--- config.mk ---
export PLATFORM = sky130hd
export DESIGN_NAME = sdram_burst_timer
export DESIGN_NICKNAME = d
export VERILOG_FILES = /design/src/hw/sdram_cmd_pkg.sv /design/src/hw/sdram_host_pkg.sv /design/src/hw/sdram_burst_timer.sv
export SDC_FILE = /design/constraint.sdc
export NUM_CORES = 1
export LEC_CHECK = 0
export ABC_AREA = 1
export BUFFER_PORTS_ARGS = -buffer_cell sky130_fd_sc_hd__buf_4
export CORE_MARGIN = 3
export CORE_UTILIZATION = 49
export DETAILED_ROUTE_END_ITERATION = 7
export PLACE_DENSITY = 0.7
export SLEW_MARGIN = 30
export SYNTH_ARGS = -nofsm -noshare
export SYNTH_HDL_FRONTEND = slang
export SYNTH_SLANG_ARGS = --single-unit
export TNS_END_PERCENT = 30
--- constraint.sdc ---
create_clock -name clk -period 2.1 [get_ports clk]
set_input_delay 0.63 -clock clk [delete_from_list [all_inputs] [get_ports clk]]
set_output_delay 0.63 -clock clk [all_outputs]
set_load 0.05 [all_outputs]
--- src/hw/sdram_cmd_pkg.sv ---
package sdram_cmd_pkg;

    localparam int BANK_BITS = 2;
    localparam int ROW_BITS = 13;
    localparam int COL_BITS = 10;
    localparam int DQ_BITS = 16;

    // command word is {ras_n, cas_n, we_n}.
    typedef enum logic [2:0] {
        MRS        = 3'b000,
        REFRESH    = 3'b001,
        PRECHARGE  = 3'b010,
        ACTIVATE   = 3'b011,
        WRITE      = 3'b100,
        READ       = 3'b101,
        BURST_STOP = 3'b110,
        NOP        = 3'b111
    } cmd_e;

    // which pin word the controller drives next cycle.
    typedef enum logic [2:0] {
        PH_IDLE,
        PH_ACT,
        PH_COL,
        PH_STOP,
        PH_PRE
    } phase_e;

    typedef struct packed {
        cmd_e                 cmd;
        logic [BANK_BITS-1:0] ba;
        logic [ROW_BITS-1:0]  addr;
    } sdram_pins_t;

endpackage

--- src/hw/sdram_host_pkg.sv ---
package sdram_host_pkg;

    // word address is bank:row:column.
    localparam int ADDR_BITS = sdram_cmd_pkg::BANK_BITS
                             + sdram_cmd_pkg::ROW_BITS
                             + sdram_cmd_pkg::COL_BITS;
    localparam int LEN_BITS = 7;

    typedef enum logic {
        OP_WRITE = 1'b0,
        OP_READ  = 1'b1
    } host_op_e;

    // len is the read burst length, 1 to 64.
    typedef struct packed {
        host_op_e                          op;
        logic [ADDR_BITS-1:0]              addr;
        logic [sdram_cmd_pkg::DQ_BITS-1:0] wdata;
        logic [LEN_BITS-1:0]               len;
    } host_req_t;

endpackage

--- src/hw/sdram_burst_timer.sv ---
module sdram_burst_timer #(
    parameter int burst_max = 64
) (
    input  logic                                clk,
    input  logic                                rst,
    input  logic                                start,
    input  logic [sdram_host_pkg::LEN_BITS-1:0] len,
    output logic                                capture,
    output logic                                last_issue,
    output logic                                last_capture
);

    // cycle of the first read word, counted from the start edge.
    localparam int READ_LAT = 4;
    localparam int CYC_W = sdram_host_pkg::LEN_BITS + 1;

    logic             active;
    logic [CYC_W-1:0] cyc;
    logic [CYC_W-1:0] len_eff;
    logic [CYC_W-1:0] issue_end;
    logic [CYC_W-1:0] cap_end;

    assign len_eff = (len == '0 || len > burst_max) ? CYC_W'(burst_max) : CYC_W'(len);

    always_ff @(posedge clk) begin
        if (start) begin
            issue_end <= len_eff + CYC_W'(READ_LAT - 2);
            cap_end <= len_eff + CYC_W'(READ_LAT - 1);
        end
    end

    always_ff @(posedge clk) begin
        if (rst) begin
            active <= 1'b0;
            cyc <= '0;
        end else if (start) begin
            active <= 1'b1;
            cyc <= CYC_W'(1);
        end else if (active) begin
            cyc <= cyc + 1'b1;
            if (last_capture) begin
                active <= 1'b0;
            end
        end
    end

    assign last_issue = active && (cyc == issue_end);
    assign capture = active && (cyc >= CYC_W'(READ_LAT)) && (cyc <= cap_end);
    assign last_capture = active && (cyc == cap_end);

endmodule

---- Yosys cells after proc, flatten, opt, wreduce, memory -nomap -nowiden ----
Index checks and enable logic that the tools add are counted.
cells by class
  add/sub/neg operators ................... 3
  magnitude comparators ................... 3
  equality and inequality tests ........... 2
  mux-type cells .......................... 6
  reduce and logical (&&, ||, !) cells .... 8
operators by type and width
  cell                 count
  $add 7x2->8 const B  2
  $eq 8x8->1           2
  $add 8x1->8 const B  1
  $ge 8x3->1 const B   1
  $le 8x8->1           1
  $gt 7x7->1 const B   1
  $logic_not 7->1      1
  $mux 7               1
  $mux 1               5
  $logic_and 1x1->1    4
  $reduce_bool 2->1    1
  $reduce_or 2->1      1
  $logic_or 1x1->1     1
storage, ports and cells
  flip-flop bits (word level) ............. 25
  input bits .............................. 10

---- Logic depth before layout (Yosys ltp) ----
  depth after elaboration ................. 5
  depth in mapped cells ................... 14
  depth with buffers taken out ............ 14

---- Worst setup path before layout ----
Ideal clock, no wire load.
  kind .................................... register -> output
  start point ............................. register cyc[4]
  end point ............................... output port last_issue
  data arrival time ....................... 1,745 ps
  required time ........................... 1,470 ps
  path slack .............................. -275 ps
  stages on the path, launching flop included .. 4
  path buffers ............................ 0
  cell sequence ........................... dfxtp_1 -> xnor2_1 -> nand4_1 -> nor3_1
between the ends
  word-level cells in the longest chain between the ends .. 2
RTL lines
  what                    RTL line                 RTL
  from (decl)             sdram_burst_timer.sv:18  logic [CYC_W-1:0] cyc;
  from (signal assigned)  sdram_burst_timer.sv:40  cyc <= cyc + 1'b1;
  $eq 8x8->1              sdram_burst_timer.sv:47  assign last_issue = active && (cyc == issue_end);
  $logic_and 1x1->1       sdram_burst_timer.sv:47
  to (decl)               sdram_burst_timer.sv:9   output logic last_issue,
Every way passes these cells.

---- Final worst setup path ----
  start point ............................. register cap_end[5]
  end point ............................... output port capture
between the ends
  word-level cells in the longest chain between the ends .. 2
RTL lines
  what                    RTL line                 RTL
  from (decl)             sdram_burst_timer.sv:21  logic [CYC_W-1:0] cap_end;
  from (signal assigned)  sdram_burst_timer.sv:28  cap_end <= len_eff + CYC_W'(READ_LAT - 1);
  $le 8x8->1              sdram_burst_timer.sv:48  assign capture = active && (cyc >= CYC_W'(READ_LAT)) && (cyc <= cap_end);
  $logic_and 1x1->1       sdram_burst_timer.sv:48
  to (decl)               sdram_burst_timer.sv:8   output logic capture,
Every way passes these cells.

==> out/metrics.cfg <==
[outcome]
outcome=finished, violations left
violations=setup timing

[timing]
fin_ws_ns=-0.246
grt_setup_unrepaired=yes
post-route-period-util=1.12
hold_viol=0
fin_setup_tns_ns=-0.452
finalClockSkew_ns=0.00539
slew_violations=0
whs_ns=0.463
max_freq_mhz=426
layout_min_cycle_time_ns=2.35
setup_viol=3

[floorplanning]
die_w_um=62.3
design.core.area_mm2=0.00288
die_y_um=62.3
io_pins=13
row_count=19
start_util=0.541
die_area_mm2=0.00389

[critical_path]
criticalPathCategory=register to primary output
cp.required_ns=1.47
rrSetupSlack_ns=0.77
timing.critical_path.buf_inv=2
path_cells=inv_2 -> ha_4 -> a21oi_1 -> o21a_1 -> nand2_1 -> a21oi_2 -> buf_6
crit_family=compound AO/OA/AOI/OAI gates
cp-end-kind=primary output
slowest_stage=edfxtp_1
slowest_delay_ns=0.40
crit_fanout=2
startpoint_type=register
crit_arrival_ns=1.72

[cells_and_area]
design_area_mm2=0.00201
nets=249
multiInputGateArea_um2=860
area_growth_syn_to_layout_pct=29.0
fillers=217
n_antenna_cell=0
drive_gt1_frac=0.316
seq_area_um2=667

[placed_design]
routabilityCongestion=0.884
port_buffers=12
placed_cell_area_mm2=0.00186
dpl_worst_slack_ns=-0.147
hpwl_um=2660

[synth]
avgSynthCellArea_um2=8.27
netlist_area_mm2=0.00156
synth_edf_count=16
synth-seq-cells=25
ys_types=27
ys_seq_area_frac=0.425
ys.flop_type=edfxtp_1
ys_warn_count=0
synthCells=188
async_flop_share=0

[global_routing]
grt_first_pass_wirelength_um=5570
grt_max_degree=19
gr-usage-met2=0.328
busiest_layer=met2
grt_pass1_vias=1335
grt_antenna_before_repair=0
grt_overflow=0
track_usage=0.178
global_route.usage.met3=0.0252
grtUsageMet1=0.197

[routing]
drcViolationCount=0
wl_per_cell_um=12.2
drt-initial-drc-count=59
dr.pass1.iters=4
ant_nets=0
routed_wl_um=3260
routed_via_density=4.94
vias=1319

[pwr]
p_leak_nw=0.913
cellPowerDensity_mw_per_mm2=481
peakVddDrop_uv=292

[clock_tree]
clk_path_buf_depth=2
cts_root_buf=clkbuf_4
cts_sinks=25
cts_max_level=1
ctsHoldBuffers=0
post_cts_buffers=0
clk_pin_slew_ns=0.13
cts_buffers=3
insertion_delay_ns=0.31
cts_tree=yes

[run]
cap_violations=0

[worst_hold_path]
hold_path_class=input port to register

## placed cells by master (no fill, tap or decap), drive strengths merged
cell,count
inv,37
nand2,36
buf,32
nor2,22
edfxtp,16
ha,13
a21oi,12
xnor2,9
dfxtp,9
nand4,7
nand3,6
nor3,5
o21ai,5
clkbuf,4
xor2,3
o211ai,2
clkinv,2
conb,2
o21a,1
or2,1
a21o,1
## cell usage after synthesis (3+ instances only)
cell | instances | area [um^2]
nor3_1 | 4 | 20.0
xor2_1 | 3 | 26.3
nand2_1 | 32 | 120
edfxtp_1 | 16 | 480
o21ai_0 | 4 | 20.0
ha_1 | 13 | 163
nand3_1 | 5 | 25.0
nor2_1 | 18 | 67.6
nor2_2 | 3 | 18.8
nand2_2 | 4 | 25.0
nand4_1 | 7 | 43.8
inv_1 | 35 | 131
xnor2_1 | 9 | 78.8
dfxtp_1 | 9 | 180
a21oi_1 | 11 | 55.1
## path summary, 6_finish.rpt
path,start,to,cells past startpoint
setup reg to reg,cyc[1],cyc[6],7
setup / recovery,cap_end[5],capture,7
hold reg to reg,active,active,2
hold / removal,rst,active,2
## cell type report
type,count,area share
Multi-Input combinational cell,125,0.428
Sequential cell,25,0.332
Timing Repair Buffer,32,0.127
Inverter,39,0.0729
Tap cell,42,0.0262
Clock buffer,4,0.0131
## kinds of logic (layout without fill, tap and decap cells)
| family | count (synthesis) | count (layout) | share of synthesized area |
|---|---|---|---|
| adder cells (fa/ha/maj) | 13 | 13 | 0.105 |
| AO/OA/AOI/OAI | 21 | 21 | 0.0764 |
| AND/OR/NAND/NOR | 77 | 77 | 0.230 |
| flip-flops | 25 | 25 | 0.425 |
| other | 1 | 2 | 0.00241 |
| XOR/XNOR | 12 | 12 | 0.0676 |
| buffers and inverters | 39 | 75 | 0.0941 |
## metal layers
metal | wire, um | vias to the layer above
li1 | - | 677
met1 | 1340 | 600
met2 | 1720 | 30
met3 | 76 | 12
met4 | 122 | 0
met5 | 0 | -
## registers in the layout, summed over array words and instances (netlist names)
name / cells
cyc: 8
active: 1
issue_end: 8
cap_end: 8
## per-stage QoR
| step | cells | utilization | total power, mW |
|---|---|---|---|
| floorplan | 189 | - | 0.672 |
| global placement | 263 | 0.645 | 0.731 |
| detailed placement | 263 | 0.645 | 0.741 |
| CTS | 267 | 0.691 | 0.967 |
| global route | 267 | 0.698 | 1.02 |
| finish | 267 | 0.698 | 0.966 |
## where the power goes
| group | leakage [nW] | switching, mW | internal, mW | total (mW) |
|---|---|---|---|---|
| Sequential | 0.232 | 0.0168 | 0.560 | 0.576 |
| Clock | 0.0150 | 0.138 | 0.0743 | 0.212 |
| Combinational | 0.666 | 0.0954 | 0.0821 | 0.177 |
| Total | 0.913 | 0.250 | 0.716 | 0.966 |
## worst register-to-register path: cells and delay by family (launching register included)
kind / cells / cell delay (ns)
buffers and inverters: 1 / 0.14
adders and majority gates: 1 / 0.18
and+or+nand+nor: 5 / 0.55
DFF: 1 / 0.36
## repair_timing
item                                    CTS  global route
gates resized for setup                  23             6
endpoints found under the setup margin    3             4
pin swaps                                 7             1
(Power assumes the default switching activity.)
