## config.mk

```make
export PLATFORM = sky130hd
export DESIGN_NAME = sdram_addr_path
export DESIGN_NICKNAME = d
export VERILOG_FILES = /design/src/hw/sdram_cmd_pkg.sv /design/src/hw/sdram_host_pkg.sv /design/src/hw/sdram_addr_path.sv
export SDC_FILE = /design/constraint.sdc
export NUM_CORES = 1
export LEC_CHECK = 0
export ABC_CLOCK_PERIOD_IN_PS = 2400
export BUFFER_PORTS_ARGS = -buffer_cell sky130_fd_sc_hd__buf_4
export CORE_UTILIZATION = 48
export DETAILED_ROUTE_END_ITERATION = 8
export PLACE_DENSITY = 0.93
export SETUP_SLACK_MARGIN = 0.15
export SLEW_MARGIN = 20
export SYNTH_ARGS = -nofsm -noshare
export SYNTH_HDL_FRONTEND = slang
export SYNTH_SLANG_ARGS = --single-unit
export TNS_END_PERCENT = 30
```

## constraint.sdc

```tcl
create_clock -name clk -period 2.4 [get_ports clk]
set_clock_uncertainty 0.05 [all_clocks]
set_input_delay 0.12 -clock clk [delete_from_list [all_inputs] [get_ports clk]]
set_output_delay 0.12 -clock clk [all_outputs]
set_load 0.01 [all_outputs]
```

## src/hw/sdram_cmd_pkg.sv

```systemverilog
package sdram_cmd_pkg;

    localparam int BANK_BITS = 2;
    localparam int ROW_BITS = 13;
    localparam int COL_BITS = 10;
    localparam int DQ_BITS = 16;

    // command word is {ras_n, cas_n, we_n}.
    typedef enum logic [2:0] {
        MRS        = 3'b000,
        REFRESH    = 3'b001,
        PRECHARGE  = 3'b010,
        ACTIVATE   = 3'b011,
        WRITE      = 3'b100,
        READ       = 3'b101,
        BURST_STOP = 3'b110,
        NOP        = 3'b111
    } cmd_e;

    // which pin word the controller drives next cycle.
    typedef enum logic [2:0] {
        PH_IDLE,
        PH_ACT,
        PH_COL,
        PH_STOP,
        PH_PRE
    } phase_e;

    typedef struct packed {
        cmd_e                 cmd;
        logic [BANK_BITS-1:0] ba;
        logic [ROW_BITS-1:0]  addr;
    } sdram_pins_t;

endpackage

```

## src/hw/sdram_host_pkg.sv

```systemverilog
package sdram_host_pkg;

    // word address is bank:row:column.
    localparam int ADDR_BITS = sdram_cmd_pkg::BANK_BITS
                             + sdram_cmd_pkg::ROW_BITS
                             + sdram_cmd_pkg::COL_BITS;
    localparam int LEN_BITS = 7;

    typedef enum logic {
        OP_WRITE = 1'b0,
        OP_READ  = 1'b1
    } host_op_e;

    // len is the read burst length, 1 to 64.
    typedef struct packed {
        host_op_e                          op;
        logic [ADDR_BITS-1:0]              addr;
        logic [sdram_cmd_pkg::DQ_BITS-1:0] wdata;
        logic [LEN_BITS-1:0]               len;
    } host_req_t;

endpackage

```

## src/hw/sdram_addr_path.sv

```systemverilog
module sdram_addr_path (
    input  logic                              clk,
    input  logic                              rst,
    input  logic                              latch,
    input  sdram_cmd_pkg::phase_e             phase,
    input  sdram_host_pkg::host_req_t         req_data,
    input  logic                              capture,
    input  logic [sdram_cmd_pkg::DQ_BITS-1:0] rd_dq,
    output sdram_cmd_pkg::sdram_pins_t        pins,
    output logic [sdram_cmd_pkg::DQ_BITS-1:0] wr_dq,
    output logic                              wr_oe,
    output logic [sdram_cmd_pkg::DQ_BITS-1:0] rd_data,
    output logic                              rd_valid
);

    localparam int COL = sdram_cmd_pkg::COL_BITS;
    localparam int ROW = sdram_cmd_pkg::ROW_BITS;
    localparam int BANK = sdram_cmd_pkg::BANK_BITS;

    sdram_host_pkg::host_req_t  req_q;
    sdram_cmd_pkg::sdram_pins_t pins_d;
    logic                       wr_oe_d;

    always_ff @(posedge clk) begin
        if (latch) begin
            req_q <= req_data;
        end
    end

    // activate comes in the accept cycle, so it reads the live request.
    always_comb begin
        pins_d = '{cmd: sdram_cmd_pkg::NOP, ba: '0, addr: '0};
        wr_oe_d = 1'b0;
        case (phase)
            sdram_cmd_pkg::PH_ACT: begin
                pins_d.cmd = sdram_cmd_pkg::ACTIVATE;
                pins_d.ba = req_data.addr[COL+ROW +: BANK];
                pins_d.addr = req_data.addr[COL +: ROW];
            end
            sdram_cmd_pkg::PH_COL: begin
                pins_d.ba = req_q.addr[COL+ROW +: BANK];
                pins_d.addr = ROW'(req_q.addr[COL-1:0]);
                if (req_q.op == sdram_host_pkg::OP_WRITE) begin
                    pins_d.cmd = sdram_cmd_pkg::WRITE;
                    wr_oe_d = 1'b1;
                end else begin
                    pins_d.cmd = sdram_cmd_pkg::READ;
                end
            end
            sdram_cmd_pkg::PH_STOP: pins_d.cmd = sdram_cmd_pkg::BURST_STOP;
            sdram_cmd_pkg::PH_PRE:  pins_d.cmd = sdram_cmd_pkg::PRECHARGE;
            default: ;
        endcase
    end

    always_ff @(posedge clk) begin
        if (rst) begin
            pins <= '{cmd: sdram_cmd_pkg::NOP, ba: '0, addr: '0};
            wr_oe <= 1'b0;
            rd_valid <= 1'b0;
        end else begin
            pins <= pins_d;
            wr_oe <= wr_oe_d;
            rd_valid <= capture;
        end
    end

    always_ff @(posedge clk) begin
        if (phase == sdram_cmd_pkg::PH_COL) begin
            wr_dq <= req_q.wdata;
        end
        if (capture) begin
            rd_data <= rd_dq;
        end
    end

endmodule

```

## After elaboration in Yosys (flattened, before gate mapping)

Index checks and enable logic that the tools add are counted.

- Bits in read-only memories: 0
- Logic and storage cells: 20
- Register bits: 94
- Memory bits (writable): 0
- Memories kept: 0
- Input bits: 72
- Output and inout bits: 52
- Latch bits: 0

- Add/subtract/negate cells: 0
- Reduce and logical (&&, ||, !) cells: 1
- Bitwise logic cells: 1
- Multiplexer cells: 4
- Multiply operators: 0
- Divide/modulo/power cells: 0
- Magnitude comparators: 0
- Equality and inequality tests: 4
- Shift operators: 0

Operator list:

| kind | count |
|---|---|
| 15-bit case mux with 2 select lines | 1 |
| 3-bit case mux with 4 select lines | 1 |
| 3-bit by 2-bit equality test with 1-bit output, second input constant | 2 |
| 3-bit by 1-bit equality test with 1-bit output, second input constant | 1 |
| 3-bit equality test, second input constant | 1 |
| 1-bit two-way mux | 2 |
| 2-bit OR reduction | 1 |
| 1-bit NOT | 1 |

## Longest topological paths before layout

- Depth in word-level cells: 3
- Mapped depth: 4
- Depth with buffers taken out: 3

## Least setup slack after synthesis

No wires, ideal clock.

- Kind: input port to flip-flop
- From: in phase[1]
- To: reg wr_dq[0] (netlist bit), enable pin
- Setup time: 0.390 ns
- Data required time: 1.960 ns
- Buffers on the path: 1
- Path slack: 0.744 ns
- Cell stages on the path: 3
- Arrival: 1.215 ns
- Path through: nor2b_4 -> buf_4 -> nor2b_1

- Word-level cells in the longest chain between the ends: 1

RTL lines:

| item | line | source |
|---|---|---|
| start, declared | sdram_addr_path.sv:5 | `input sdram_cmd_pkg::phase_e phase,` |
| 3-bit by 2-bit equality test with 1-bit output | sdram_addr_path.sv:69 | `if (phase == sdram_cmd_pkg::PH_COL) begin` |
| end signal, assigned | sdram_addr_path.sv:70 | `wr_dq <= req_q.wdata;` |
| end, declared | sdram_addr_path.sv:10 | `output logic [sdram_cmd_pkg::DQ_BITS-1:0] wr_dq,` |

No other way between the ends.
A chain may end at the register's enable or synchronous reset.

## Worst setup path in the final report

- From: in phase[1]
- To: reg wr_dq[3] (netlist bit), enable pin

Same word-level chain as after synthesis.

==> results.md <==
- Status: finished clean
- Syn avg cell area: approximately 20 sq um
- Fraction of the mapped netlist area in adder cells: 0%
- CTS Buf Count: 9
- Core Util, Final: between 80 and 90%
- Unrepaired setup endpoints after global routing: no
- Placed insts: just over 300
- Std-Cell Core Area: 0.00488 sq mm
- Initial antenna violation count: 0
- Met1 WL: 2440 microns
- Hold EP: pins[9]$_SDFF_PP0_
- Max-Slew Margin vs Limit: roughly 75%
- Crit. Startpoint: phase[1]
- Nets: ~380
- Finish-stage setup viols: 0
- Placed cell area: between 0.003 and 0.004 sq mm
- Critical path fanouts, max: 16
- All-Layer GR Usage: 26.0%
- Vias in the first global route: between 1,500 and 2,000
- Crit path launch type: input port
- Commonest cells after routing, fill and taps aside: buf_4 (117), edfxtp_1 (61), dlygate4sd3_1 (59), dfxtp_1 (20), nor2_1 (14)
- Final WL: 6860 microns
- Yosys cell types: 17
- Synth Area in Compound Gates: 3.88%
- Wire length on met2: 3640 microns
- Drt pass-1 iters: 4
- Drt wl/cell: about 18 microns
- Warnings from Yosys: 0
- Clk_lat worst skew: 0.34 ns
- Metal3 WL: 635 microns
- Critical R2R Launch: req_q[48]$_DFFE_PP_
- GPL Wtd Cong: 0.704
- Worst Tran Pin Value: approximately 0.38 ns
- Register-to-Register Path Depth: 3
- Worst Path Arrival: 1.56 ns
- DP Worst Slack: 1.04 ns
- Clock slew at reported path FFs: 0.08 ns
- # resized after CTS: 0
- Root Driver: clkbuf_8
- Max cap viols: 0
- HPWL after detailed placement: around 3400 microns
- Worst vdd ir: 0.000456 V
- First-pass GRT wire length: 9750 microns
- Hold Crit Class: in -> reg
- Fin crit period: 1.58 ns
- Fin area: roughly 0.0042 sq mm
- Post-Synth XOR/XNOR Area: 0.349%
- Fin Setup TNS: 0 ns
- Largest net degree at the start of global routing: 30
- Final period utilization: 65.8%
- # IOs: between 100 and 150
- Flops & latches, synth: 81
- H-tree lvl count: 3
- WHS: 0.0315 ns
- Mux cell area share after synthesis: 0%
- Synthesized net count: between 150 and 200
- Num rows: 25
- Critical path type: in -> reg
- Gr ovfl total: 0
- Total Power: about 2.9 mW
- Setup Fix Bufs, Post-CTS: 0
- Port Buffers: between 100 and 150
- Slew Limit Fails: 0
- Layout cells sized above 1: ~43%
- Max clock buf depth: 2
- N_diodes: 0
- Die H: ~74 microns
- # DRC: 0
- FMAX: 633 MHz
- CTS tree: done
- Hold buffer count at CTS: roughly 60
- Final Hold Viols: 0
- Power density cells: 679 mW/mm^2
- Die area: roughly 0.0055 sq mm
- Die W: 74.3 microns
- Area added between synthesis and finish: 68.2%
- Depth of the worst hold-timing path: 3
- Clk sink count: slightly above 80
- Largest family of logic cells by synthesized area: simple AND/OR/NAND/NOR gates
- R2r setup slk: 1.36 ns
- Cell Area, Synth: 0.00251 sq mm
- Highest Signal Layer: met4
- Post-Syn Instances: 125
- Initial drt markers: 93
- Worst hold start: req_data[42]
- Non-Filler Instances: ~380
- Crit. End Element: flop
- Initial core utilization: 51.5%
- Vias: 1,845
- R2r endpoint: pins[15]$_SDFF_PP1_
- Post-DRT Antenna Nets: 0
- Post-route setup slack: between 0.8 and 0.9 ns
- Commonest non-fill, non-tap cell in the layout: buf_4
- Synth Area in Simple Gates: 5.88%
- Leak pwr: 1.75 nW
- Worst EP required: 2.38 ns
- Sequential area share after synthesis: between 80% and 90%
- Vias/cell: 4.84
==> critical path, cell delays in order <==
cell           delay (ns)
dlygate4sd3_1        0.53
buf_4                0.13
nor2b_4              0.34
nor2b_1              0.19
buf_4                0.25
==> report_power, final <==
part	internal [mW]	total (mW)	switching (mW)	leakage, nW
clock network	0.474	0.947	0.473	0.0913
logic	0.188	0.305	0.117	0.912
registers	1.59	1.62	0.0268	0.750
==> area by class of cell <==
cell class	count	area [sq um]
Clock buffer	10	128
Sequential cell	81	2230
Fill cell	220	654
Timing Repair Buffer	176	1470
Clock inverter	6	58.8
Multi-Input combinational cell	41	254
Tap cell	67	83.8
==> cell families after synthesis <==
kind of cell,count (synthesis)
AO/OA/AOI/OAI,13
XOR/XNOR,1
buffers and inverters,3
flip-flops,81
AND/OR/NAND/NOR,27
==> Yosys cell counts <==
cell / n / area share [%]
or3_1: 1 / 0.25
edfxtp_1: 61 / 73
and3_1: 3 / 0.75
nor3b_1: 2 / 0.60
buf_6: 1 / 0.45
nor2_1: 14 / 2.1
o21bai_1: 1 / 0.30
nand2_1: 1 / 0.15
and2b_2: 1 / 0.35
nor2b_4: 1 / 0.55
dfxtp_1: 20 / 16
nor2b_1: 2 / 0.50
a22oi_1: 12 / 3.6
or2_2: 1 / 0.25
buf_4: 2 / 0.60
and2b_4: 1 / 0.40
xnor2_1: 1 / 0.35
==> flip-flops by register name (all words and copies together) (netlist names) <==
signal / count
req_q: 29
rd_data: 16
wr_dq: 16
rd_valid: 1
wr_oe: 1
pins: 18
==> layer usage <==
layer  track usage (%)  vias to the layer above
met3              9.35                       13
li1                  -                      838
met4              11.7                        0
met1              26.0                      866
met5                 0                        -
met2              48.2                      128
==> worst max-delay path by stage <==
| stage | to | cells past startpoint | slack, ns |
|---|---|---|---|
| finish | wr_dq[3]$_DFFE_PN_ | 5 | 0.82 |
| global route | wr_dq[6]$_DFFE_PN_ | 5 | 0.76 |
| CTS | wr_dq[3]$_DFFE_PN_ | 5 | 0.87 |
| detailed placement | wr_dq[15]$_DFFE_PN_ | 4 | 1.04 |
| global placement | wr_dq[8]$_DFFE_PN_ | 4 | 1.05 |
| floorplan | wr_dq[0]$_DFFE_PN_ | 3 | 0.74 |
(Power assumes the default switching activity.)
