**src/hw/sdram_cmd_pkg.sv**
```systemverilog
package sdram_cmd_pkg;

    localparam int BANK_BITS = 2;
    localparam int ROW_BITS = 13;
    localparam int COL_BITS = 10;
    localparam int DQ_BITS = 16;

    // command word is {ras_n, cas_n, we_n}.
    typedef enum logic [2:0] {
        MRS        = 3'b000,
        REFRESH    = 3'b001,
        PRECHARGE  = 3'b010,
        ACTIVATE   = 3'b011,
        WRITE      = 3'b100,
        READ       = 3'b101,
        BURST_STOP = 3'b110,
        NOP        = 3'b111
    } cmd_e;

    // which pin word the controller drives next cycle.
    typedef enum logic [2:0] {
        PH_IDLE,
        PH_ACT,
        PH_COL,
        PH_STOP,
        PH_PRE
    } phase_e;

    typedef struct packed {
        cmd_e                 cmd;
        logic [BANK_BITS-1:0] ba;
        logic [ROW_BITS-1:0]  addr;
    } sdram_pins_t;

endpackage

```
**src/hw/sdram_host_pkg.sv**
```systemverilog
package sdram_host_pkg;

    // word address is bank:row:column.
    localparam int ADDR_BITS = sdram_cmd_pkg::BANK_BITS
                             + sdram_cmd_pkg::ROW_BITS
                             + sdram_cmd_pkg::COL_BITS;
    localparam int LEN_BITS = 7;

    typedef enum logic {
        OP_WRITE = 1'b0,
        OP_READ  = 1'b1
    } host_op_e;

    // len is the read burst length, 1 to 64.
    typedef struct packed {
        host_op_e                          op;
        logic [ADDR_BITS-1:0]              addr;
        logic [sdram_cmd_pkg::DQ_BITS-1:0] wdata;
        logic [LEN_BITS-1:0]               len;
    } host_req_t;

endpackage

```
**src/hw/sdram_ctrl_fsm.sv**
```systemverilog
module sdram_ctrl_fsm #(
    parameter int burst_max = 64
) (
    input  logic                     clk,
    input  logic                     rst,
    input  logic                     req,
    input  sdram_host_pkg::host_op_e req_op,
    input  logic                     last_issue,
    input  logic                     last_capture,
    output logic                     latch,
    output sdram_cmd_pkg::phase_e    phase,
    output logic                     start,
    output logic                     busy,
    output logic                     done
);

    typedef enum logic [2:0] {
        IDLE,
        ACT,
        WR,
        RD,
        RD_WAIT,
        PRE
    } state_e;

    // guard against a read that never reports its last word.
    localparam int WAIT_LIMIT = burst_max + 2;
    localparam int WAIT_W = $clog2(WAIT_LIMIT + 1);

    state_e                   state;
    state_e                   state_next;
    sdram_host_pkg::host_op_e op_q;
    logic [WAIT_W-1:0]        wait_cnt;
    logic                     wait_expired;

    assign latch = (state == IDLE) && req;
    assign start = latch && (req_op == sdram_host_pkg::OP_READ);
    assign busy = (state != IDLE);
    assign done = (state == PRE);
    assign wait_expired = (wait_cnt == WAIT_W'(WAIT_LIMIT));

    always_comb begin
        state_next = state;
        phase = sdram_cmd_pkg::PH_IDLE;
        case (state)
            IDLE: begin
                if (req) begin
                    state_next = ACT;
                    phase = sdram_cmd_pkg::PH_ACT;
                end
            end
            ACT: begin
                phase = sdram_cmd_pkg::PH_COL;
                if (op_q == sdram_host_pkg::OP_WRITE) begin
                    state_next = WR;
                end else begin
                    state_next = RD;
                end
            end
            WR: begin
                state_next = PRE;
                phase = sdram_cmd_pkg::PH_PRE;
            end
            RD: begin
                state_next = RD_WAIT;
            end
            RD_WAIT: begin
                if (last_issue) begin
                    phase = sdram_cmd_pkg::PH_STOP;
                end else if (last_capture || wait_expired) begin
                    state_next = PRE;
                    phase = sdram_cmd_pkg::PH_PRE;
                end
            end
            PRE: begin
                state_next = IDLE;
            end
            default: begin
                state_next = IDLE;
            end
        endcase
    end

    always_ff @(posedge clk) begin
        if (rst) begin
            state <= IDLE;
        end else begin
            state <= state_next;
        end
    end

    always_ff @(posedge clk) begin
        if (latch) begin
            op_q <= req_op;
        end
    end

    // cycles spent waiting for read data.
    always_ff @(posedge clk) begin
        if (rst) begin
            wait_cnt <= '0;
        end else if (state == RD_WAIT) begin
            wait_cnt <= wait_cnt + 1'b1;
        end else begin
            wait_cnt <= '0;
        end
    end

endmodule

```
**config.mk**
```make
export PLATFORM = sky130hd
export DESIGN_NAME = sdram_ctrl_fsm
export DESIGN_NICKNAME = d
export VERILOG_FILES = /design/src/hw/sdram_cmd_pkg.sv /design/src/hw/sdram_host_pkg.sv /design/src/hw/sdram_ctrl_fsm.sv
export SDC_FILE = /design/constraint.sdc
export NUM_CORES = 1
export LEC_CHECK = 0
export CORE_MARGIN = 1.5
export CORE_UTILIZATION = 42
export CTS_BUF_LIST = sky130_fd_sc_hd__clkbuf_16
export CTS_CLUSTER_SIZE = 30
export DETAILED_ROUTE_END_ITERATION = 7
export DONT_BUFFER_PORTS = 1
export PLACE_DENSITY_LB_ADDON = 0.05
export SYNTH_ARGS = -nofsm -noshare
export SYNTH_HDL_FRONTEND = slang
export SYNTH_SLANG_ARGS = --single-unit
```
**constraint.sdc**
```tcl
create_clock -name clk -period 1.3 [get_ports clk]
set_input_delay 0.065 -clock clk [delete_from_list [all_inputs] [get_ports clk]]
set_output_delay 0.065 -clock clk [all_outputs]
set_load 0.03 [all_outputs]
```
# Word-level counts from Yosys, hierarchy flattened
# Cells that the tools add are included.
# classes
n_addsub	1
reduce_logical	7
bitwise	1
n_lt_le_gt_ge	0
eq_ne	9
n_mux	9
multipliers	0
div_mod_pow	0
shift	0
# ops
cell	n
two-way mux 3 bit	5
case mux 3 bit (5 select lines)	1
case mux 3 bit (4 select lines)	1
adder 7 x 1 -> 7 bit (second input constant)	1
equality test 7 bit (second input constant)	1
equality test 3 x 2 -> 1 bit (second input constant)	2
equality test 3 bit (second input constant)	2
!= test 2 bit (second input constant)	3
equality test 3 x 1 -> 1 bit (second input constant)	1
logical NOT 3 bit	1
AND reduction 3 bit	1
nonzero test 3 bit	1
logical AND 1 bit	2
two-way mux 1 bit	2
OR reduction 2 bit	1
logical OR 1 bit	1
NOT 1 bit	1
# totals
n_memories	0
rom_bits	0
input_bits	6
regBits	11
word_cells	30
output_inout_bits	7
mem_bits_rw	0
latch_bits	0

# Longest topological paths before layout
# Gate-level depths: netlist of the first run.
# depth
depth_word	5
depth_mapped	4
ltp_nobuf	4

# Least setup slack after synthesis of the first run
# Ideal clock, no wire load.
# synth_path
path_type	register to output
start	register state[2]
end	output port phase[0]
path_buffers	1
required_time_ps	1235
path_stages_with_launch	5
t_arrival_ps	1309
setup_slack_ps	-74
path_cell_list	dfxtp_1 -> buf_4 -> nor3_1 -> and2_1 -> a21o_1
# synth_via
elab_chain_len	2
# synth_lines
item	line	rtl
from (decl)	sdram_ctrl_fsm.sv:30	state_e state;
from (signal assigned)	sdram_ctrl_fsm.sv:88	state <= state_next;
equality test 3 bit (tied with other cells)	sdram_ctrl_fsm.sv:45	case (state)
case mux 3 bit (4 select lines) (*)	sdram_ctrl_fsm.sv:45	
to (decl)	sdram_ctrl_fsm.sv:11	output sdram_cmd_pkg::phase_e phase,
# Mark *: on every way between the ends. The rest lies on a longest branch, timed or not.

# Worst setup path after layout of the first run
# layout_path
start	register state[2]
end	output port phase[2]
# The elaborated chain is that of the path after synthesis.

==> results of run 1 <==
## state kept, by name, indices dropped and copies added (netlist names)
signal,cells
op_q,1
state,3
wait_cnt,7
## Yosys cell counts, types with 2 or more instances
cell type and count:
or3_1 2, buf_4 2, nor3_1 2, ha_1 2, nor2_1 7, nand3_1 2, inv_1 2, o21ai_0 2
a21oi_1 4, nand2_1 2, nand2b_1 2, xor2_1 2, dfxtp_1 10
## layout by cell type (no fill, tap or decap), types with 2 or more instances in the layout
master         instances
buf_4                  6
xor2_1                 2
dlygate4sd3_1          2
buf_6                  4
inv_1                  2
or3_1                  2
a21oi_1                3
nor2_1                 7
dfxtp_2                2
nor3_2                 2
nand2b_1               2
nand2_1                2
dfxtp_4                3
o21ai_0                2
dfxtp_1                5
clkbuf_16              3
## metrics by stage
step	TNS [ns]	cell area [sq um]	hold WS [ns]	power, mW	setup WS (ns)
finish	-0.0535	802	0.0933	1.21	-0.0535
global route	-0.141	802	0.100	1.25	-0.0899
CTS	-0.0531	722	0.0966	1.17	-0.0531
detailed placement	0	593	0.135	0.591	0.0382
global placement	0	593	0.132	0.584	0.0811
floorplan	0	564	0.130	0.561	0.0237
## worst max path at each step
stage / startpoint / end / slack, ns / cells past startpoint
finish: state[2] / phase[2] / -0.05 / 4
global route: state[2] / phase[2] / -0.09 / 4
CTS: state[2] / phase[2] / -0.05 / 4
detailed placement: wait_cnt[0] / wait_cnt[6] / 0.04 / 4
global placement: wait_cnt[0] / wait_cnt[6] / 0.08 / 4
floorplan: state[2] / phase[0] / 0.02 / 4
## layer usage
metal  share of wire  GRT usage  vias to the layer above
met3           0.062     0.0511                        4
met5               0          0                        -
li1                -          -                      235
met1            0.48      0.268                      214
met4           0.017      0.129                        0
met2            0.43      0.270                       16
## worst register-to-register path, delay by kind of cell, from the launching register on
| family | cells | cell delay (ns) |
|---|---|---|
| adders and majority gates | 1 | 0.21 |
| AOI/OAI and AO/OA | 1 | 0.14 |
| and+or+nand+nor | 2 | 0.45 |
| DFF | 1 | 0.36 |
## layout make-up
type	instances	share of cell area
repair buffers	12	0.137
inverters	2	0.00936
clock inverters	1	0.00468
clock buffers	3	0.0936
flip-flops and latches	11	0.304
multi-input cells	43	0.429
well taps	14	0.0218
## where the power goes
| group | internal [mW] | switching, mW |
|---|---|---|
| clock | 0.404 | 0.154 |
| combinational | 0.123 | 0.137 |
| sequential | 0.364 | 0.0279 |
| total | 0.891 | 0.319 |
## what timing repair did
item                       4_1_cts  5_1_grt
setup endpoints to repair        5        6
resized for setup               10       13
hold endpoints to repair         4        0
pin swaps                        1        6
setup buffers                    0        5
hold buffers                     2        0
## logic make-up after synthesis
family	count (synthesis)	share of synthesized area
fa+ha+maj	2	0.0449
xor+xnor	3	0.0472
flops	11	0.413
compound gates	11	0.135
simple gates	27	0.299
buf+inv	5	0.0607
==> run summary, run 1 <==
The area of the die came out at 0.00155 sq mm. The number of instances in the placed design is 75. Measured on the finished design, the core utilization comes to 0.685. TritonCTS built the clock tree.

After detailed routing, the number of vias per cell comes to 5.45. STA classifies the critical path endpoint as an output pin. The number of inserted filler cells in the final layout came out at 85.

The CTS buffer count is 3. The detailed-routing iteration count for the pre-antenna-repair pass came out at 4. The via count of the first global-routing pass came out at 453. Across all setup checks in the final design, the least slack found is -0.0535 ns. The initial antenna violation count is 0. The number of enable flip-flop cells after synthesis came out at 1.

The post-synthesis net count came out at 67. The netlist area before placement is 557 sq um. The clock passes through at most 2 buffers. The count of final max-slew check failures came out at 0. The clock tree root buffer cell is clkbuf_16.

The clock latency at the later pin of the worst-skew pair came out at 0.24 ns. The maximum net fanout on the critical path came out at 6. The initial cell density of the core came out at 0.475. The number of DRC violations after detailed-routing iteration 0 came out at 8. Entering global routing, the biggest net connects 11 pins. The top flip-flop cell by instance count after synthesis is dfxtp_1. Data on the critical path arrives at its endpoint at 1.29 ns. The area growth from synthesis to layout is 44.0%. The time the final worst path needs with I/O delays and setup is 1.35 ns. The post-synthesis sequential element count is 11.

The per-cell routed wire length is 14.1 microns. After clock tree synthesis, the clock-pin slew on the worst setup and hold paths is 0.04 ns. The portion of synthesized cell area occupied by the leading cell type is 0.360.

The biggest area contributor in the post-synthesis netlist is dfxtp_1. The mean instance size in the synthesized netlist came out at 9.44 sq um. The first global-routing pass estimated 2000 microns of wire. The chip height is 39.4 microns. The startpoint identified for the worst hold timing path is req. The net total in the final layout is 81.

The number of instances in the synthesized netlist is 59. The checks that failed: negative setup slack. The count of endpoints failing setup in the final report is 1. In this run the tool buffered the top-level ports with 0 buffer cells. Together, buffers and inverters on the worst path number 2.

The global-route total usage across every layer came out at 0.198. The nature of the critical path startpoint is a flop. The H-tree depth is 1. For this run, design rule violations remaining after detail routing come to 0.

The standard-cell row count is 12. The final HPWL from detailed placement is 785 microns. The critical setup path kind is flop to output pin.

The routability congestion estimate from global placement is 0.743. For this run the aggregate overflow at the end of global routing stands at 0. The final clock skew is 0.00151 ns. The number of hold-slack violations in the final timing report was 0. The area of the core is 0.00117 sq mm. In this run the remaining antenna-violating nets after routing total 0. The critical path goes through buf_6 -> or2b_1 -> o22ai_2 -> buf_6.

In the final layout, the share of cells above drive strength 1 is 0.472. The final route contains 469 vias. Setup repair after global routing could not meet its margin everywhere. The boundary pin count came out at 13. The number of clock sinks is 11. The kind of cell with the highest combined delay on the critical path is flip-flops. The count of synthesis-stage warnings from yosys came out at 0. The number of distinct standard cells referenced by the synthesized netlist came out at 31. The total wirelength of the detailed-routed design came out at 1210 microns. Power spread over the standard cell area amounts to 1510 mW/mm^2. For flop-to-flop paths, the worst setup slack is 0.06 ns. In the post-synthesis netlist, the biggest area contributors are dfxtp_1 36%, edfxtp_1 5.4%, nor2_1 4.7%, ha_1 4.5%, a21oi_1 3.6%. The cell seen most often among critical-path stages is buf_6. The leakage component of the power is 0.302 nW. The required time at the worst-slack endpoint came out at 1.24 ns. The number of standard cells in the layout, taps in and fillers out is 86. The worst pin sits at a relative slew slack of 0.837.

The path category of the worst min-delay check is input pin to flop. The slowest stage of the critical path belongs to the cell dfxtp_4. The startpoint identified for the worst register-to-register timing path is wait_cnt[1]. The share of the Yosys chip area taken by registers is 0.413.

The worst reg2reg path endpoint is wait_cnt[6]. Along the worst hold path, the cell count comes to 1. The antenna diode count came out at 0.

The area occupied by multi-input gates came out at 344 sq um. Across the VDD grid, the largest voltage drop is 0.851 mV. The number of violations of the max-capacitance limit came out at 0. The count of cells along the worst register-to-register path came out at 4. The die is 39.4 microns wide. Counting flops with an async set or reset pin after synthesis yields a share of 0. The area taken by flip-flops and latches is 244 sq um. The largest stage delay on the critical path came out at 0.36 ns. The worst hold endpoint is op_q.

The peak clock frequency supported by timing is 739 MHz. The final cycle utilization of the critical path is 1.04. At the pin with the least slew margin, the transition time is 0.241 ns. The run finished, with violations left.
Note: power is estimated with default switching activity, not from simulation.
==> inputs of run 2 (changes only) <==
Settings changed: PLACE_DENSITY_LB_ADDON 0.05 to 0.2.
==> run 2 against run 1 <==
Compared with the run above: the run still ends with negative setup slack left; non-clock buffer count did not move; count of clock-buffer cells in the layout did not move; maximum frequency fell by 1.4%; flip-flop and latch count did not move; highest routed layer unchanged; combinational power fell by 13%; critical path depth did not move; hold slack improved by 0.0087 ns; largest cell class unchanged.
==> run summary, run 2 (synthesis results as in run 1) <==
The run finished, with violations left. The checks that failed: negative setup slack. The library cells used most frequently in the layout, excluding fill and tap cells, are 8 x buf_4, 7 x nor2_1, 5 x dfxtp_1, 4 x a21oi_1. The maximum resistive drop on vdd came out at 1.01 mV (+19%). The CTS buffer count came out at 3 (unchanged). The total global routing overflow is 0 (unchanged).

The final-layout worst hold slack came to 0.102 ns (+0.00875 ns). The total met2 wirelength after detailed routing is 517 microns (-1.7%). Setup repair after global routing could not meet its margin everywhere. The wire length on met3 is 56 microns (-25%). The via count of the first global-routing pass is 393 (-13%). The clock latency at the later pin of the worst-skew pair is 0.24 ns (about the same). The standard-cell row count is 12 (unchanged). The horizontal die dimension is 39.4 microns (unchanged). The largest registers in the layout are wait_cnt (7), state (3), op_q (1). The time the final worst path needs with I/O delays and setup is 1.37 ns (+0.0194 ns).

The count of cells along the worst register-to-register path came out at 6 (+2). The cell area reported after detailed placement came out at 608 sq um (+2.5%). The H-tree depth came out at 1 (unchanged). The routability congestion estimate from global placement is 0.787 (+6.0%).

The boundary pin count was 13 (unchanged). The count of final max-slew check failures came out at 0 (unchanged). The top routing layer in use is met4. The detailed-routing iteration count for the pre-antenna-repair pass came to 3 (-1).

The worst hold path cell count was 1 (unchanged). The remaining max-slew budget at the tightest pin is 0.819 (-0.0181). The relative area change from synthesis to final layout came out at 40.2%. The clock-pin slew on the worst setup and hold paths came out at 0.04 ns (about the same). The final clock skew came out at 0.000584 ns (-0.000923 ns). The number of hold-slack violations in the final timing report came out at 0 (unchanged).

The antenna diode count was 0 (unchanged). The DRC violations left is 0 (unchanged). The critical path in this run is classified as flop to output pin. TritonCTS built the clock tree. The number of violations of the max-capacitance limit came to 0 (unchanged). The via count normalized by instance count is 5.20 (-4.7%).

The area occupied by multi-input gates came out at 330 sq um (-4.0%). The post-route setup TNS came out at -0.0858 ns (-0.0324 ns). The required time at the worst-slack endpoint was 1.24 ns (about the same). The number of inserted filler cells in the final layout came out at 89 (+4.7%). The count of endpoints failing setup in the final report came out at 2 (+1). The area taken by flip-flops and latches was 244 sq um (unchanged). The final worst setup slack is -0.0728 ns (-0.0194 ns). The most common library cell in the layout ignoring fill and taps is buf_4. The wire length of the first global-routing pass is 1640 microns (-18%).

The final cycle utilization of the critical path is 1.06 (+0.0149). The final HPWL from detailed placement is 722 microns (-8.0%). Counting flops per register, the top entry is wait_cnt. STA classifies the critical path endpoint as an output pin. The initial antenna violation count is 0 (unchanged).

The min-delay analysis places its worst path in the category input pin to flop. The area of the die was 0.00155 sq mm (unchanged). The fraction of layout instances using a drive strength above 1 came to 0.458 (-0.0139). The number of input and output port buffers inserted came out at 0 (unchanged). The leakage component of the power is 0.298 nW (-1.4%). The global-route total usage across every layer came out at 0.165 (-0.0330). The worst endpoint data arrival time came out at 1.31 ns (+0.02 ns). The net total in the final layout came out at 81 (unchanged). STA classifies the critical path startpoint as a flop. The post-route standard cell area excluding fillers came out at 781 sq um (-2.7%). The final antenna-violating net count is 0 (unchanged). The number of DRC violations after detailed-routing iteration 0 is 8 (unchanged). The overall via count from detail_route was 447 (-4.7%). The chip height is 39.4 microns (unchanged). The total wirelength of the detailed-routed design came out at 1140 microns (-5.5%). The per-cell routed wire length is 13.3 microns (-5.5%). The largest net degree at the start of global routing came to 11 (unchanged). The area of the core is 0.00117 sq mm (unchanged). The clock tree buffer depth is 2 (unchanged).

The share of the core filled with cells in the final layout came to 0.667 (-0.0182). The cell area power density came out at 1520 mW/mm^2 (+1.1%). The met1 routed wirelength after detailed routing came out at 556 microns (-5.1%).

CTS placed an instance of clkbuf_16 at the clock tree root. The flip-flop count of the largest register, all copies and words added came to 7 (unchanged). The number of clock sinks came out at 11 (unchanged). The maximum net fanout on the critical path came to 7 (+1). The peak clock frequency supported by timing was 728 MHz (-1.4%).

The transition at the pin with the smallest max-transition slack came to 0.272 ns (+0.0306 ns). The initial cell density of the core came out at 0.475 (unchanged).
[run 2: changes by cell type in the layout (fill, tap and decap cells not counted)]
cell,change
a21oi_1,+1
a21oi_2,-1
ha_2,+1
buf_4,+2
buf_6,-2
ha_4,-1
[run 2: final timing paths]
check	startpoint	end	slack [ns]
setup / recovery	state[2]	phase[2]	-0.07
hold / removal	req	op_q	0.10
setup reg to reg	wait_cnt[0]	state[0]	0.07
hold reg to reg	wait_cnt[0]	wait_cnt[0]	0.44
[run 2: per-layer routing]
layer	vias to the layer above	track usage
li1	234	-
met1	200	0.210
met2	11	0.238
met3	2	0.0682
met4	0	0.0776
met5	-	0
[run 2: cell type report]
cell class                 count  area share
timing repair buffer          12       0.131
inverter                       2     0.00962
clock inverter                 1     0.00481
clock buffer                   3      0.0962
multi-input combinational     43       0.423
tap                           14      0.0224
sequential                    11       0.312
[run 2: through the flow]
stage	std cells	worst slack, ns	total power [mW]
final	86	-0.0728	1.19
after floorplan	59	0.0237	0.561
after global routing	86	-0.0922	1.23
after global placement	77	0.0727	0.588
after CTS	84	-0.0483	1.17
after detailed placement	77	0.0550	0.589
[run 2: timing repair]
item | 4_1_cts | 5_1_grt
endpoints found under the setup margin | 4 | 5
endpoints found under the hold margin | 4 | 0
resized for setup | 8 | 11
hold buffers | 2 | 0
pin swaps | 1 | 5
setup buffers | 1 | 2
[run 2: critical path, cell delays in order (launching register included)]
cell and delay (ns):
dfxtp_4 0.36, buf_6 0.12, or2b_1 0.24, o22ai_2 0.19, buf_6 0.15
[run 2: where the power goes]
part	switching (mW)	internal [mW]	total (mW)	leakage, nW
registers	0.0295	0.364	0.394	0.0936
logic	0.128	0.0988	0.227	0.162
clock network	0.165	0.405	0.570	0.0423
==> inputs of run 3 (changes only) <==
==> constraint.sdc (replaced) <==
create_clock -name clk -period 1.3 [get_ports clk]
set_input_delay 0.13 -clock clk [delete_from_list [all_inputs] [get_ports clk]]
set_output_delay 0.13 -clock clk [all_outputs]
set_load 0.03 [all_outputs]
==> run 3 against run 2 <==
Compared with the run above: largest power group unchanged; utilization is 0.75 points lower; register-to-register slack gained 0.03 ns; sequential power hardly changed; the flow still finishes with violations (negative setup slack).
==> run summary, run 3 (synthesis results as in run 1) <==
The flow ran to the end, but the final reports show violations. The final reports fail on negative setup slack. The met3 routing resource usage after global routing is 0.102 (+0.0341). The per-cell routed wire length is 12.3 microns (-7.3%). The total wirelength of the detailed-routed design is 1060 microns (-7.3%). Leaving out fill and tap cells, the most frequent cells in the layout are 8 x buf_4, 7 x nor2_1, 6 x dfxtp_1, 4 x a21oi_1. The final antenna-violating net count is 0 (unchanged). The required time at the worst-slack endpoint is 1.17 ns (-0.07 ns). The antenna diode count is 0 (unchanged).

The count of cells along the worst register-to-register path is 4 (-2). The critical path is of the flop to output pin type. The number of standard cells in the layout, taps in and fillers out came out at 86 (unchanged). The flip-flop count of the largest register, all copies and words added came to 7 (unchanged). The most used routing layer in global routing is met2. The endpoint type of the worst setup path is an output pin. The initial antenna violation count is 0 (unchanged). STA classifies the critical path startpoint as a flop. The maximum net fanout on the critical path is 7 (unchanged). The final clock skew came out at 0.00262 ns (+0.00204 ns). The remaining max-slew budget at the tightest pin is 0.798 (-0.0209).

The total global routing overflow is 0 (unchanged). The transition at the pin with the smallest max-transition slack is 0.302 ns (+0.0300 ns). The total power came out at 1.18 mW (-1.3%). The buffers inserted during post-CTS setup optimization came to 0 (-1). The post-route setup TNS came out at -0.178 ns (-0.0922 ns).

The final worst setup slack was -0.111 ns (-0.0378 ns). The global-route total usage across every layer came to 0.171 (+0.00553). TritonCTS built the clock tree. The routability congestion estimate from global placement is 0.786 (-0.18%). The worst endpoint data arrival time is 1.28 ns (-0.03 ns). The boundary pin count came to 13 (unchanged).

The area of the die is 0.00155 sq mm (unchanged). The cell area power density is 1520 mW/mm^2 (-0.14%). The tightest min-delay check is of the input pin to flop type.

The largest net degree at the start of global routing is 10 (-1). The time the final worst path needs with I/O delays and setup is 1.41 ns (+0.0378 ns). The worst hold path cell count is 1 (unchanged). The clock latency at the later pin of the worst-skew pair came out at 0.23 ns (about the same). The net total in the final layout is 81 (unchanged). The horizontal die dimension came out at 39.4 microns (unchanged). The final cycle utilization of the critical path came out at 1.09 (+0.0290). The maximum resistive drop on vdd came out at 1.08 mV (+7.3%). The global-route track usage on met2 came to 0.242 (+0.00410).

Clock tree synthesis selected as its root buffer the cell clkbuf_16. The wire length of the first global-routing pass came out at 1670 microns (+2.1%). The number of hold-slack violations in the final timing report is 0 (unchanged). The chip height came out at 39.4 microns (unchanged).

The initial cell density of the core is 0.475 (unchanged). In the final layout, the registers with the most flip-flops are wait_cnt (7), state (3), op_q (1). The overall via count from detail_route came out at 443 (-0.89%). The fraction of layout instances using a drive strength above 1 is 0.375 (-0.0833). The most common library cell in the layout ignoring fill and taps is buf_4. The via count of the first global-routing pass is 416 (+5.9%). Ranked by flip-flop count, first place goes to wait_cnt. The leakage component of the power was 0.299 nW (+0.29%). The CTS buffer count was 3 (unchanged). The peak clock frequency supported by timing is 709 MHz (-2.7%). The relative area change from synthesis to final layout came out at 38.7%.

The H-tree depth came out at 1 (unchanged). The via count normalized by instance count is 5.15 (-0.89%). The met1 demand-to-capacity share in global routing is 0.212 (+0.00202). The count of endpoints failing setup in the final report is 5 (+3).

Setup repair after global routing could not meet its margin everywhere. The final HPWL from detailed placement was 754 microns (+4.3%). The number of violations of the max-capacitance limit is 0 (unchanged). The number of inserted filler cells in the final layout is 94 (+5.6%).

The DRC violations left is 0 (unchanged). The number of clock sinks is 11 (unchanged). The number of instances in the placed design is 80 (+3.9%). The count of final max-slew check failures is 0 (unchanged). The number of input and output port buffers inserted is 0 (unchanged).

The number of DRC violations after detailed-routing iteration 0 came to 7 (-1). The detailed-routing iteration count for the pre-antenna-repair pass is 4 (+1). The area of the core is 0.00117 sq mm (unchanged).

The standard-cell row count came out at 12 (unchanged). The clock tree buffer depth came out at 2 (unchanged). The clock-pin slew on the worst setup and hold paths came out at 0.04 ns (about the same).
-- run 3: cell counts in the layout (fill, tap and decap cells not counted) --
No cell type changed its count.
-- run 3: final timing paths --
kind | start | end | slack [ns]
setup / recovery | state[2] | phase[2] | -0.11
setup reg to reg | wait_cnt[1] | wait_cnt[6] | 0.10
hold / removal | req | op_q | 0.18
hold reg to reg | wait_cnt[0] | wait_cnt[0] | 0.43
-- run 3: final cells by class --
class	instances	area (sq um)	area share
inverters	2	7.51	0.00972
flip-flops and latches	11	240	0.311
clock inverters	1	3.75	0.00486
clock buffers	3	75.1	0.0972
multi-input cells	43	325	0.421
repair buffers	12	103	0.133
well taps	14	17.5	0.0227
-- run 3: where the power goes --
part | switching (mW) | internal, mW | leakage [nW] | total [mW]
logic | 0.129 | 0.110 | 0.164 | 0.239
clock network | 0.141 | 0.403 | 0.0423 | 0.544
registers | 0.0280 | 0.365 | 0.0928 | 0.393
-- run 3: stage by stage --
step / area (sq um) / hold WS, ns / setup WS (ns) / util
6_report: 772 / 0.182 / -0.111 / 0.659
3_5_place_dp: 631 / 0.199 / 0.00878 / 0.538
5_1_grt: 772 / 0.184 / -0.138 / 0.659
2_1_floorplan: 564 / 0.195 / -0.0413 / -
3_3_place_gp: 631 / 0.200 / 0.0270 / 0.538
4_1_cts: 766 / 0.181 / -0.104 / 0.654
-- run 3: repair_timing --
| action | CTS | global route |
|---|---|---|
| gates resized for setup | 12 | 2 |
| endpoints found under the hold margin | 4 | 0 |
| pin swaps | 1 | 1 |
| hold buffers | 2 | 0 |
| endpoints found under the setup margin | 6 | 5 |
-- run 3: per-layer routing --
metal / routed length, microns / share of wire
met2: 458 / 0.43
met3: 64 / 0.060
met5: 0 / 0
met4: 11 / 0.010
met1: 525 / 0.50
-- run 3: worst max-delay path: stages (launching register included) --
cell,delay [ns]
dfxtp_4,0.36
buf_4,0.14
or2b_1,0.24
o22ai_2,0.16
buf_6,0.15
